<file path="src/cache_pkg.sv">
// Cache shared types
package cache_pkg;

    // Byte offset bits within a 32-byte line.
    localparam int s_offset = 5;

    // Bytes and bits per line.
    localparam int s_mask = 2**s_offset;
    localparam int s_line = 8*s_mask;

    // Processor address or data word.
    typedef logic [31:0] word_t;

    // One cache line.
    typedef logic [s_line-1:0] line_t;

    // Byte enables for a line and for a word.
    typedef logic [s_mask-1:0] mask_t;
    typedef logic [3:0] be_t;

    // Control strobes from the FSM to the datapath.
    typedef struct packed {
        logic load_data;  // Write the line array.
        logic cpu_write;  // Line data and mask come from the CPU.
        logic load_tag;
        logic set_valid;
        logic set_dirty;
        logic clr_dirty;
        logic set_lru;
        logic wb_addr;    // Physical address from the victim tag.
    } cache_ctrl_t;

    // Status from the datapath back to the FSM.
    typedef struct packed {
        logic hit;
        logic dirty;      // Victim line is dirty.
    } cache_status_t;

endpackage : cache_pkg
</file>
<file path="src/cache_control.sv">
// Cache control FSM
`timescale 1ns/10ps

module cache_control
(
    input  logic                     clk,
    input  logic                     rst_n,
    input  logic                     mem_read,
    input  logic                     mem_write,
    input  cache_pkg::cache_status_t status,
    input  logic                     pmem_resp,
    output cache_pkg::cache_ctrl_t   ctrl,
    output logic                     mem_resp,
    output logic                     pmem_read,
    output logic                     pmem_write
);

    typedef enum logic [1:0] {
        st_idle,
        st_compare,
        st_writeback,
        st_fill
    } state_t;

    state_t state;
    state_t next_state;

    always_ff @(posedge clk or negedge rst_n)
    begin
        if (!rst_n)
        begin
            state <= st_idle;
        end
        else
        begin
            state <= next_state;
        end
    end

    always_comb
    begin
        next_state = state;
        ctrl       = '0;
        mem_resp   = 1'b0;
        pmem_read  = 1'b0;
        pmem_write = 1'b0;

        unique case (state)
            st_idle:
            begin
                if (mem_read || mem_write)
                begin
                    next_state = st_compare;
                end
            end
            st_compare:
            begin
                if (!(mem_read || mem_write))
                begin
                    next_state = st_idle;
                end
                else if (status.hit)
                begin
                    mem_resp       = 1'b1;
                    ctrl.set_lru   = 1'b1;
                    ctrl.load_data = mem_write; // Merge bytes into the hit way.
                    ctrl.cpu_write = mem_write;
                    ctrl.set_dirty = mem_write;
                    next_state     = st_idle;
                end
                else
                begin
                    next_state = status.dirty ? st_writeback : st_fill;
                end
            end
            st_writeback:
            begin
                pmem_write   = 1'b1;
                ctrl.wb_addr = 1'b1;
                if (pmem_resp)
                begin
                    next_state = st_fill;
                end
            end
            st_fill:
            begin
                pmem_read = 1'b1;
                if (pmem_resp)
                begin
                    ctrl.load_data = 1'b1;
                    ctrl.load_tag  = 1'b1;
                    ctrl.set_valid = 1'b1;
                    ctrl.clr_dirty = 1'b1;
                    next_state     = st_compare;
                end
            end
            default:
            begin
                next_state = st_idle;
            end
        endcase
    end

    assert property (@(posedge clk) disable iff (!rst_n) !(pmem_read && pmem_write))
        else $error("pmem_read and pmem_write both high.");

    // Response is a single-cycle pulse.
    assert property (@(posedge clk) disable iff (!rst_n)
        mem_resp |=> !mem_resp)
        else $error("mem_resp held for more than one cycle.");

endmodule : cache_control

</file>
<file path="config.mk">
export PLATFORM = sky130hd
export DESIGN_NAME = cache_control
export DESIGN_NICKNAME = d
export VERILOG_FILES = /design/src/cache_pkg.sv /design/src/cache_control.sv
export SDC_FILE = /design/constraint.sdc
export NUM_CORES = 1
export LEC_CHECK = 0
export BUFFER_PORTS_ARGS = -buffer_cell sky130_fd_sc_hd__buf_4
export CAP_MARGIN = 10
export CORE_AREA = 2 2 39 41
export DETAILED_ROUTE_END_ITERATION = 10
export DIE_AREA = 0 0 41 43
export PLACE_DENSITY = 0.41
export SYNTH_ARGS = -nofsm -noshare
export SYNTH_HDL_FRONTEND = slang
export SYNTH_SLANG_ARGS = --single-unit
</file>
<file path="constraint.sdc">
create_clock -name clk -period 1.8 [get_ports clk]
set_input_delay 0.18 -clock clk [delete_from_list [all_inputs] [get_ports clk]]
set_output_delay 0.18 -clock clk [all_outputs]
set_load 0.05 [all_outputs]
</file>
==> flow_summary.ini <==
[yosys]
synth.yosys.seq_area_share_pct = 18.87
ys_ff_latch = 2
yosysTopAreaCell = dfrtp_1
synth_top_area_share_pct = 18.87
yosys_warnings = 0
synthCells = 31
syn_area_sq_um = 265.3
syn_nets = 42
syn_avg_cell_area_sq_um = 8.557
synth.area.top_cells = dfrtp_1, ha_1, buf_4, inv_1, o31ai_2
yosysUniqueCellTypes = 18

[finish]
nets = 60
top_register = state
fin_util_pct = 29.75
largestRegisters = state (2)
diodes = 0
seq_area_sq_um = 50.05
multi_input_area_sq_um = 162.7
largest_reg_flops = 2
fillers = 151
area_delta_synth_final_pct = 55.19
layout-drive-gt1-share_pct = 51.06

[setup_path]
critPathKind = reg -> out
crit_arrival_ps = 1510
critPathSlowestCell = dfrtp_1
max_stage_delay_ps = 390
start_kind = flop
cp_max_fo = 4
crit_path_end_kind = primary output
path_cells = inv_1 > ha_1 > and3_1 > or2_1 > buf_4
cp.required_ps = 1620

[route]
wl_met2_um = 284
drc = 0
ant_nets = 0
viasPerCell = 3.952
drt-met1-wl_um = 228
first_iter_violations = 4
totalWireLength_um = 554
wl_per_cell_um = 8.794
met3WireLength_um = 41
vias = 249
drt_pass1_iterations = 4
top_layer = met3

[sta]
setup_viol = 0
tightest_slew_ps = 239.5
rsz0062_at_grt = false
finalHoldViolCount = 0
min_period_over_period_pct = 94.11
finalSetupTns_ps = 0
fmax_mhz = 590.4
relSlewSlack_pct = 84.00
fin_crit_ps = 1694
clock-skew-final_ps = 4.375
slew_viol_final = 0

[global_route]
grt_antenna_before_repair = 0
grt_max_degree = 5
grt_pass1_vias = 247
grtUsageTotal_pct = 7.823
grt_overflow = 0
grt_pass1_wl_um = 931

[placed_design]
io_buffers = 17
hpwl_um = 471.6
place.gp.congestion = 0.7081

[pwr]
p_leak_nw = 0.2343
p_switching_mw = 0.2974
cell_internal_pwr_mw = 0.2854
switching_share_pct = 51.03
power_mw = 0.5828
combPwrFrac_pct = 69.7
powerDensity_nw_per_um2 = 1416
power.share.sequential_pct = 13.6
ir_worst_vdd_mv = 0.4277
p_clk_share_pct = 16.7

[clock_network]
clock-sinks = 2
cts_tree = done
insertion_delay_ps = 220
cts-root-buf = clkbuf_4
cts_buffers = 3
clk_pin_slew_ps = 30
cts_resized = 0
h-tree-depth = 1
cts.path.max_buffers = 2

[run]
maxCapViolCount = 0

[floorplanning]
core_area_sq_um = 1384
top_level_ports = 18
start_util_pct = 19.17
die_width_um = 41
fp.dieArea_sq_um = 1763
row_count = 14
die_h_um = 43

[min_path]
hold_class = in -> async

[status]
status = finished, final reports clean
[critical path, delay by kind of cell, from the launching register on]
| kind | cells | cell delay (ps) |
|---|---|---|
| and+or+nand+nor | 2 | 420 |
| DFF | 1 | 390 |
| buffers and inverters | 2 | 270 |
| adders and majority gates | 1 | 220 |
[final timing paths]
path / depth (start not counted) / start / endpoint / slack, ps
setup / recovery: 5 / state[1]$_DFFE_PN0P_ / ctrl[7] / 110
setup reg to reg: 5 / state[0]$_DFFE_PN0P_ / state[1]$_DFFE_PN0P_ / 340
hold reg to reg: 2 / state[1]$_DFFE_PN0P_ / state[1]$_DFFE_PN0P_ / 610
hold / removal: 2 / rst_n / state[0]$_DFFE_PN0P_ / 280
min in group clk: 3 / status[0] / state[0]$_DFFE_PN0P_ / 300
max in group asynchronous: 2 / rst_n / state[1]$_DFFE_PN0P_ / 1430
[metal layers]
| layer | GRT usage (%) | vias to the layer above |
|---|---|---|
| li1 | - | 128 |
| met1 | 7.692 | 111 |
| met2 | 13.13 | 10 |
| met3 | 1.571 | 0 |
| met4 | 6.000 | 0 |
| met5 | 0 | - |
[synthesized netlist by cell type, drive strengths merged]
cell and n:
inv 5, mux2i 1, o31ai 1, dfrtp 2
ha 4, o21ba 1, or2 2, nor3b 1
o31a 1, buf 5, o311a 1, nand2b 1
and3 1, o21ai 1, and2 1, nor2 2
nand2 1
[logic make-up after synthesis]
kind of cell | synth area share (%)
adder cells (fa/ha/maj) | 18.87
buffers and inverters | 21.23
flip-flops | 18.87
AND/OR/NAND/NOR | 19.82
AO/OA/AOI/OAI | 17.45
multiplexers | 3.774
[what timing repair did]
action	CTS	global route
hold endpoints to repair	2	0
hold buffers	1	0
setup buffers	0	0
[power groups by stage]
stage	Combinational, mW	Sequential, mW	Clock, mW
4_1_cts	0.411	0.0792	0.104
6_report	0.406	0.0793	0.0975
2_1_floorplan	0.334	0.0750	0
3_5_place_dp	0.408	0.0797	0
3_3_place_gp	0.410	0.0804	0
5_1_grt	0.448	0.0816	0.112
[cell usage in the layout, fill, tap and decap left out]
cell type	Yosys	layout
nand2b_1	1	1
mux2i_1	1	1
o21ba_1	1	1
inv_1	5	5
o31a_1	1	1
and3_1	1	1
nor2_1	2	1
clkbuf_4	0	3
and2_2	0	1
nor2_2	0	1
o21ai_0	1	1
buf_4	5	17
or2_1	1	1
or2_4	1	1
ha_1	4	4
dfrtp_1	2	2
o31ai_2	1	1
nand2_1	1	1
o311a_1	1	1
nor3b_1	1	1
dlygate4sd3_1	0	1
[stage by stage]
step	area, sq um	instances	worst slack (ps)	hold WS [ps]
after global routing	411.6	63	8.446	271.0
final	411.6	63	106.1	275.9
after CTS	411.6	63	100.2	265.0
after detailed placement	379.1	59	335.7	-36.53
after global placement	379.1	59	330.0	-38.44
after floorplan	269.0	31	-98.37	-115.6
[layout make-up]
class / instances / share of cell area (%)
multi-input combinational: 19 / 39.51
tap: 16 / 4.863
inverter: 5 / 4.559
clock buffer: 3 / 5.471
timing repair buffer: 18 / 33.43
sequential: 2 / 12.16
Note: power is estimated with default switching activity, not from simulation.
