===== src/cache_pkg.sv =====
// Cache shared types
package cache_pkg;

    // Byte offset bits within a 32-byte line.
    localparam int s_offset = 5;

    // Bytes and bits per line.
    localparam int s_mask = 2**s_offset;
    localparam int s_line = 8*s_mask;

    // Processor address or data word.
    typedef logic [31:0] word_t;

    // One cache line.
    typedef logic [s_line-1:0] line_t;

    // Byte enables for a line and for a word.
    typedef logic [s_mask-1:0] mask_t;
    typedef logic [3:0] be_t;

    // Control strobes from the FSM to the datapath.
    typedef struct packed {
        logic load_data;  // Write the line array.
        logic cpu_write;  // Line data and mask come from the CPU.
        logic load_tag;
        logic set_valid;
        logic set_dirty;
        logic clr_dirty;
        logic set_lru;
        logic wb_addr;    // Physical address from the victim tag.
    } cache_ctrl_t;

    // Status from the datapath back to the FSM.
    typedef struct packed {
        logic hit;
        logic dirty;      // Victim line is dirty.
    } cache_status_t;

endpackage : cache_pkg

===== src/bus_adapter.sv =====
// CPU word to line adapter
`timescale 1ns/10ps

module bus_adapter
(
    input  cache_pkg::word_t address,
    input  cache_pkg::word_t mem_wdata,
    input  cache_pkg::be_t   mem_byte_enable,
    input  cache_pkg::line_t line_rdata,
    output cache_pkg::line_t mem_wdata256,
    output cache_pkg::mask_t mem_byte_enable256,
    output cache_pkg::word_t mem_rdata
);

    localparam int s_slots = cache_pkg::s_mask / 4;

    logic [cache_pkg::s_offset-3:0] slot;

    // Word slot within the line.
    assign slot = address[cache_pkg::s_offset-1:2];

    // The same word sits in every slot, so the mask alone picks the target.
    assign mem_wdata256 = {s_slots{mem_wdata}};

    always_comb
    begin
        mem_byte_enable256 = '0;
        mem_byte_enable256[4*slot +: 4] = mem_byte_enable;
    end

    assign mem_rdata = line_rdata[32*slot +: 32];

endmodule : bus_adapter


===== config.mk =====
export PLATFORM = sky130hd
export DESIGN_NAME = bus_adapter
export DESIGN_NICKNAME = d
export VERILOG_FILES = /design/src/cache_pkg.sv /design/src/bus_adapter.sv
export SDC_FILE = /design/constraint.sdc
export NUM_CORES = 1
export LEC_CHECK = 0
export ABC_AREA = 0
export BUFFER_PORTS_ARGS = -buffer_cell sky130_fd_sc_hd__buf_2
export CAP_MARGIN = 20
export CORE_AREA = 2 2 248 250
export DETAILED_ROUTE_END_ITERATION = 7
export DIE_AREA = 0 0 250 252
export PLACE_DENSITY = 0.38
export SLEW_MARGIN = 5
export SYNTH_ARGS = -nofsm -noshare
export SYNTH_HDL_FRONTEND = slang
export SYNTH_SLANG_ARGS = --single-unit

===== constraint.sdc =====
create_clock -name vclk -period 2.6
set_input_delay 0.26 -clock vclk [all_inputs]
set_output_delay 0.26 -clock vclk [all_outputs]
set_load 0.005 [all_outputs]

==> impl_metrics.py, run 1 <==
metrics = {
    "drt": {
        "via_per_inst": 2.65,
        "num_vias": 3543,
        "ant_nets": 0,
        "drt_wl_total_um": 23100,
        "wl_per_cell_um": 17.3,
        "first_pass_iters": 4,
        "post-route-drc-count": 0,
        "drt_iter0_markers": 125,
    },
    "outcome": {
        "status": "completed",
    },
    "placed_design": {
        "dpl.cell_count": 1333,
        "place_hpwl_um": 21500,
        "gp_congestion": 0.826,
        "io_buffers": 327,
    },
    "power_and_ir_drop": {
        "power_switching_mw": 0.349,
        "seqPwrFrac_pct": 0,
        "swShare_pct": 47.7,
        "p_int_mw": 0.383,
        "comb_power_share_pct": 100.0,
        "ir_drop_mv": 0.0609,
        "power.density_nw_per_um2": 150,
        "leakagePower_nw": 2.23,
        "power_frac_clock_pct": 0,
    },
    "worst_setup_path": {
        "crit_chain": "buf_2 -> clkinv_1 -> ha_1 -> ha_1 -> or2_4 -> nor4b_2 -> and2_1 -> buf_2",
        "critPathMaxFanout": 4,
        "critical_path_class": "in -> out",
        "crit_buf_inv": 3,
        "cp.arrival_ns": 1.81,
        "start_kind": "primary input",
        "critPathSlowestCell": "nor4b_2",
        "path_delay_family": "simple AND/OR/NAND/NOR gates",
        "cpPeakStageDelay_ns": 0.38,
        "startpoint": "address[3]",
        "endpoint_kind": "output port",
        "crit_required_ns": 2.34,
    },
    "cts": {
        "post_cts_buffers": 0,
        "cts_hold_buffers": 0,
        "cts_resized": 0,
    },
    "timing": {
        "min_period_over_period_pct": 79.6,
        "fin_tns_setup_ns": 0,
        "max_freq_ghz": 0.483,
        "period_needed_ns": 2.07,
        "slew_headroom_pct": 67.8,
        "tightest_slew_ns": 0.484,
        "rsz0062_at_grt": "no",
        "setup_violations": 0,
        "hold_viol_final": 0,
        "slew_violations": 0,
    },
    "synth": {
        "synthMostInstantiatedCell": "buf_4",
        "yosysWarnings": 0,
        "synthCells": 498,
        "syn_area_um2": 4240,
        "syn_nets": 828,
        "synth_commonest_cells": "buf_4 (261), nand2_1 (99), mux4_2 (64)",
        "yosysTopAreaCell": "buf_4",
        "yosysUniqueCellTypes": 19,
        "postSynthAreaPerCell_um2": 8.52,
        "synth_area_leaders": "buf_4 (46%), mux4_2 (34%), nand2_1 (8.8%), nor3_1 (1.9%), and2_1 (1.8%)",
        "synth-seq-area-share_pct": 0,
        "synth_top_cell_area_share_pct": 46.2,
    },
    "grt": {
        "grt_max_degree": 54,
        "gr-total-overflow": 0,
        "first_global_vias": 3874,
        "grt_usage_pct": 6.84,
        "antenna_found_initial": 21,
        "grt_pass1_wl_um": 30000,
    },
    "cells_and_area": {
        "nets": 883,
        "stdcell_count": 1336,
        "nClkBuffers": 0,
        "area_growth_pct": 15.0,
        "nFlopsAndLatches": 0,
        "nFillCells": 7191,
        "drive_gt1_share_pct": 72.8,
        "seqCellArea_um2": 0,
    },
    "floorplanning": {
        "die_x_um": 250,
        "start_util_pct": 7.05,
        "rows": 90,
        "die_h_um": 252,
        "die-area_um2": 63000,
        "coreArea_um2": 60100,
        "io_pins": 644,
    },
    "flow_run": {
        "cap_viol_max_count": 0,
    },
    "hold_path": {
        "worstHoldStart": "mem_wdata[14]",
        "hold_class": "in -> out",
    },
}
metal layers:
metal | global-route usage, % | vias up | wire length (um)
met5 | 0 | - | 62
met4 | 3.11 | 10 | 1210
met3 | 2.88 | 109 | 2910
met2 | 11.5 | 307 | 10500
met1 | 7.49 | 1575 | 8460
li1 | - | 1542 | -
cell type report:
cell class,instances,area (um2),area share [%]
Timing Repair Buffer,332,1700,34.9
Tap cell,782,978,20.1
Multi-Input combinational cell,212,2160,44.3
Antenna cell,3,7.51,0.154
Inverter,7,26.3,0.539
stage by stage:
step	setup WS (ns)	util (%)	instance area [um2]	power, mW	hold slack (ns)
5_1_grt	0.406	8.10	4870	0.799	0.520
4_1_cts	0.509	8.10	4870	0.755	0.520
6_report	0.532	8.11	4880	0.732	0.520
2_1_floorplan	0.371	-	4240	0.657	0.601
3_3_place_gp	0.531	8.10	4870	0.748	0.520
3_5_place_dp	0.510	8.10	4870	0.754	0.520
worst paths after layout:
kind	endpoint	cells after the start
max	mem_byte_enable256[10]	8
min	mem_wdata256[110]	0
kinds of logic after synthesis:
logic type	after synthesis	share of synthesized area (%)
buffers and inverters	286	49.1
and+or+nand+nor	142	15.2
adders and majority gates	6	1.77
muxes	64	34.0
placed cells by master, fill, tap and decap left out:
master,count
buf_2,325
and2_1,12
clkinv_1,1
and4_1,1
nand2_1,99
nand3_1,1
or2_4,1
ha_1,6
buf_12,2
nor4b_2,3
nand2b_1,1
nand3b_1,1
diode_2,3
buf_4,5
inv_1,6
nor3_1,16
mux4_2,64
nor2_1,6
nor4_2,1
power groups by stage:
stage	sequential, mW	clock, mW	combinational [mW]
final	0	0.000000155	0.732
after global routing	0	0.0000000514	0.799
after CTS	0	0	0.755
after detailed placement	0	0	0.754
after global placement	0	0	0.748
after floorplan	0	0	0.657
Power figures use the tool's default switching activity.
==> run 2, diff against run 1 <==
--- a/config.mk
+++ b/config.mk
@@ -8,9 +8,9 @@
 export ABC_AREA = 0
 export BUFFER_PORTS_ARGS = -buffer_cell sky130_fd_sc_hd__buf_2
 export CAP_MARGIN = 20
-export CORE_AREA = 2 2 248 250
+export CORE_AREA = 2 2 254 256
 export DETAILED_ROUTE_END_ITERATION = 7
-export DIE_AREA = 0 0 250 252
+export DIE_AREA = 0 0 256 258
 export PLACE_DENSITY = 0.38
 export SLEW_MARGIN = 5
 export SYNTH_ARGS = -nofsm -noshare
==> constraint.sdc (replaced) <==
create_clock -name vclk -period 1.8
set_input_delay 0.18 -clock vclk [all_inputs]
set_output_delay 0.18 -clock vclk [all_outputs]
set_load 0.005 [all_outputs]
==> run 2 against run 1 <==
Effect of this change: first-iteration DRC count down 21%; cell count up 7.9%; total power up 57%; flip-flop and latch count unchanged; clock-buffer cell count unchanged.
==> impl_metrics.py, run 2 (synthesized netlist as in run 1, its figures left out) <==
metrics = {
    "cells_and_area": {
        "final_util_pct": 8.44,
        "seqCellArea_um2": 0,
        "final_common_cell": "buf_2",
        "nFillCells": 7501,
        "drive_gt1_share_pct": 76.4,
        "nFlopsAndLatches": 0,
        "area_growth_pct": 26.6,
        "multiInputGateArea_um2": 2270,
        "final_cell_mix": "buf_2 (323), nand2_1 (99), mux4_2 (64), buf_4 (29), and2_1 (12)",
        "nClkBuffers": 0,
        "nets": 912,
        "stdcell_count": 1442,
    },
    "drt": {
        "via_per_inst": 2.54,
        "num_vias": 3661,
        "post-route-drc-count": 0,
        "wl_per_cell_um": 14.7,
        "drt_wl_total_um": 21100,
        "ant_nets": 0,
        "first_pass_iters": 4,
        "drt_iter0_markers": 99,
    },
    "grt": {
        "grt_usage_pct": 5.88,
        "grt_max_degree": 33,
        "first_global_vias": 4097,
        "antenna_found_initial": 12,
        "grt_pass1_wl_um": 28500,
        "gr-total-overflow": 0,
    },
    "worst_setup_path": {
        "cpMostUsedCell": "ha_4",
        "endpoint_kind": "output port",
        "cpPeakStageDelay_ns": 0.29,
        "critPathMaxFanout": 4,
        "critical_path_class": "in -> out",
        "critPathSlowestCell": "or2_4",
        "path_delay_family": "simple AND/OR/NAND/NOR gates",
        "start_kind": "primary input",
        "cp.arrival_ns": 1.54,
        "crit_required_ns": 1.62,
        "crit_chain": "buf_8 -> inv_6 -> ha_4 -> ha_4 -> or2_4 -> nor4b_4 -> and2_1 -> buf_2",
        "crit_buf_inv": 3,
    },
    "floorplanning": {
        "die-area_um2": 66000,
        "die_h_um": 258,
        "die_x_um": 256,
        "rows": 93,
        "coreArea_um2": 63600,
        "start_util_pct": 6.66,
        "io_pins": 644,
    },
    "power_and_ir_drop": {
        "power_mw": 1.15,
        "ir_drop_mv": 0.119,
        "leakagePower_nw": 2.40,
        "power.density_nw_per_um2": 213,
    },
    "timing": {
        "setup_ws_ns": 0.0845,
        "slew_headroom_pct": 64.4,
        "tightest_slew_ns": 0.533,
        "slew_violations": 0,
        "period_needed_ns": 1.72,
        "max_freq_ghz": 0.583,
        "fin_tns_setup_ns": 0,
        "hold_viol_final": 0,
        "rsz0062_at_grt": "yes",
        "min_period_over_period_pct": 95.3,
        "setup_violations": 0,
    },
    "placed_design": {
        "gp_congestion": 0.866,
        "place_hpwl_um": 19900,
        "pre_cts_ws_ns": -0.151,
        "dpl.cell_count": 1435,
        "io_buffers": 327,
    },
    "hold_path": {
        "hold_class": "in -> out",
    },
    "flow_run": {
        "cap_viol_max_count": 0,
    },
    "outcome": {
        "status": "completed",
    },
    "cts": {
        "cts_hold_buffers": 0,
    },
}
## run 2: final cells by class
type               instances  area share, %
multi-input cells        212           42.3
repair buffers           361           36.8
well taps                855           19.9
inverters                  7          0.583
diodes                     7          0.326
## run 2: worst paths after layout
path,start,end,slack (ns),depth (start not counted)
min,mem_wdata[9],mem_wdata256[105],0.36,0
max,address[2],mem_byte_enable256[19],0.08,8
## run 2: what timing repair did
item / in CTS / in global routing
setup endpoints to repair: 26 / 28
pin swaps: 4 / 6
gates resized for setup: 13 / 9
cloned: 0 / 0
buffers inserted: 0 / 0
## run 2: stage by stage
| step | hold WS (ns) | instance area (um2) |
|---|---|---|
| 6_report | 0.360 | 5370 |
| 5_1_grt | 0.360 | 5370 |
| 4_1_cts | 0.360 | 5310 |
| 3_5_place_dp | 0.360 | 5270 |
| 3_3_place_gp | 0.360 | 5270 |
| 2_1_floorplan | 0.441 | 4330 |
## run 2: power breakdown
group	internal [mW]	switching, mW	total [mW]
clock network	0.000000522	0	0.000000522
registers	0	0	0
logic	0.623	0.523	1.15
total	0.623	0.523	1.15
## run 2: metal layers
metal | vias up | GRT usage (%) | part of all wire (%)
met4 | 2 | 4.34 | 7.5
li1 | 1604 | - | -
met3 | 97 | 1.42 | 9.0
met5 | - | 0 | 0.057
met1 | 1647 | 5.94 | 34
met2 | 311 | 10.6 | 49
==> run 3, diff against run 2 <==
--- a/config.mk
+++ b/config.mk
@@ -8,9 +8,9 @@
 export ABC_AREA = 0
 export BUFFER_PORTS_ARGS = -buffer_cell sky130_fd_sc_hd__buf_2
 export CAP_MARGIN = 20
-export CORE_AREA = 2 2 254 256
+export CORE_AREA = 2 2 248 250
 export DETAILED_ROUTE_END_ITERATION = 7
-export DIE_AREA = 0 0 256 258
+export DIE_AREA = 0 0 250 252
 export PLACE_DENSITY = 0.38
 export SLEW_MARGIN = 5
 export SYNTH_ARGS = -nofsm -noshare
==> constraint.sdc (replaced) <==
create_clock -name vclk -period 1.65
set_input_delay 0.165 -clock vclk [all_inputs]
set_output_delay 0.165 -clock vclk [all_outputs]
set_load 0.005 [all_outputs]
==> run 3 against run 2 <==
Effect of this change: the flow now finishes with violations (setup timing); worst setup slack worse by 0.097 ns; clock-buffer cell count unchanged; flip-flop and latch count unchanged; non-clock buffer count up 1; cell count down 4.9%; via count up 0.82%; critical path depth unchanged; total power up 12%; utilization up 0.66 points; largest cell class unchanged; final area up 1.9%.
==> impl_metrics.py, run 3 (synthesized netlist as in run 1, its figures left out) <==
metrics = {
    "power_and_ir_drop": {
        "swShare_pct": 44.5,
        "power_mw": 1.28,
        "power_switching_mw": 0.571,
        "power_frac_clock_pct": 0,
        "comb_power_share_pct": 100.0,
        "power.density_nw_per_um2": 235,
        "seqPwrFrac_pct": 0,
        "leakagePower_nw": 2.48,
        "ir_drop_mv": 0.0946,
        "p_int_mw": 0.713,
    },
    "drt": {
        "drt_wl_total_um": 23900,
        "num_vias": 3691,
        "drt_iter0_markers": 160,
        "via_per_inst": 2.69,
        "ant_nets": 0,
        "post-route-drc-count": 0,
        "first_pass_iters": 4,
        "wl_per_cell_um": 17.4,
    },
    "worst_setup_path": {
        "path_delay_family": "simple AND/OR/NAND/NOR gates",
        "start_kind": "primary input",
        "startpoint": "address[2]",
        "critPathMaxFanout": 4,
        "cp.arrival_ns": 1.50,
        "cpPeakStageDelay_ns": 0.33,
        "path_depth": 8,
        "crit_buf_inv": 3,
        "critPathSlowestCell": "nor4_4",
        "cpMostUsedCell": "ha_4",
        "crit_chain": "buf_12 -> inv_8 -> ha_4 -> ha_4 -> or2_4 -> nor4_4 -> and2_1 -> buf_2",
        "endpoint_kind": "output port",
        "critical_path_class": "in -> out",
        "crit_required_ns": 1.48,
        "cp-endpoint": "mem_byte_enable256[25]",
    },
    "timing": {
        "period_needed_ns": 1.66,
        "hold_ws_ns": 0.330,
        "setup_ws_ns": -0.0129,
        "setup_violations": 4,
        "max_freq_ghz": 0.601,
        "slew_headroom_pct": 65.9,
        "tightest_slew_ns": 0.509,
        "hold_viol_final": 0,
        "rsz0062_at_grt": "yes",
        "fin_tns_setup_ns": -0.0271,
        "min_period_over_period_pct": 101,
        "slew_violations": 0,
    },
    "flow_run": {
        "cap_viol_max_count": 0,
    },
    "grt": {
        "grtUsageMet2_pct": 13.7,
        "gr-usage-met1_pct": 7.18,
        "grt_max_degree": 29,
        "antenna_found_initial": 25,
        "gr-total-overflow": 0,
        "grt_pass1_wl_um": 31500,
        "grt_usage_pct": 7.09,
        "first_global_vias": 3995,
        "grt_busiest_layer": "met2",
        "grt_use_met3_pct": 2.26,
    },
    "placed_design": {
        "place_hpwl_um": 21900,
        "gp_congestion": 0.801,
        "placed_area_um2": 5190,
        "dpl.cell_count": 1359,
        "io_buffers": 327,
        "pre_cts_ws_ns": -0.167,
    },
    "outcome": {
        "violations": "setup timing",
        "status": "finished, violations left",
    },
    "floorplanning": {
        "die_h_um": 252,
        "die_x_um": 250,
        "die-area_um2": 63000,
        "rows": 90,
        "coreArea_um2": 60100,
        "io_pins": 644,
        "start_util_pct": 7.05,
    },
    "cells_and_area": {
        "final_cell_mix": "buf_2 (321), nand2_1 (98), mux4_2 (64), buf_4 (19)",
        "nClkBuffers": 0,
        "drive_gt1_share_pct": 78.0,
        "final_common_cell": "buf_2",
        "nFlopsAndLatches": 0,
        "nets": 913,
        "fin_area_um2": 5470,
        "area_growth_pct": 28.9,
        "stdcell_count": 1372,
        "seqCellArea_um2": 0,
        "final_util_pct": 9.09,
    },
    "hold_path": {
        "hold_class": "in -> out",
    },
    "cts": {
        "cts_hold_buffers": 0,
    },
}
-- run 3: changes by cell type in the layout (fill, tap and decap cells not counted), sizes merged --
cell / previous run / this run
diode: 7 / 9
bufbuf: 0 / 1
-- run 3: what timing repair did --
item,in CTS,in global routing
setup endpoints to repair,52,40
cloned,2,0
resized for setup,21,24
pin swaps,11,11
setup buffers,2,0
-- run 3: worst min-delay path by stage --
stage                             start                end  slack [ns]  depth (start not counted)
after floorplan            mem_wdata[0]    mem_wdata256[0]        0.41                          1
after global routing      mem_wdata[18]  mem_wdata256[114]        0.33                          0
after detailed placement  mem_wdata[10]   mem_wdata256[42]        0.33                          0
after global placement    mem_wdata[10]   mem_wdata256[42]        0.33                          0
final                     mem_wdata[12]   mem_wdata256[76]        0.33                          0
after CTS                 mem_wdata[10]   mem_wdata256[42]        0.33                          0
-- run 3: layer usage --
layer | share of wire (%) | up-vias
met2 | 52 | 354
met5 | 0.25 | -
met1 | 34 | 1616
met3 | 10 | 102
met4 | 3.5 | 8
li1 | - | 1611
-- run 3: power by group through the flow --
stage	clock, mW	combinational [mW]	sequential [mW]
floorplan	0	1.07	0
global placement	0	1.23	0
detailed placement	0	1.25	0
CTS	0	1.29	0
global route	0.000000407	1.39	0
finish	0.000000694	1.28	0
-- run 3: area by class of cell --
class                      count  area, um2
tap                          782        978
inverter                       7       36.3
fill                        7146      54700
multi-input combinational    212       2330
antenna                        9       22.5
timing repair buffer         362       2100
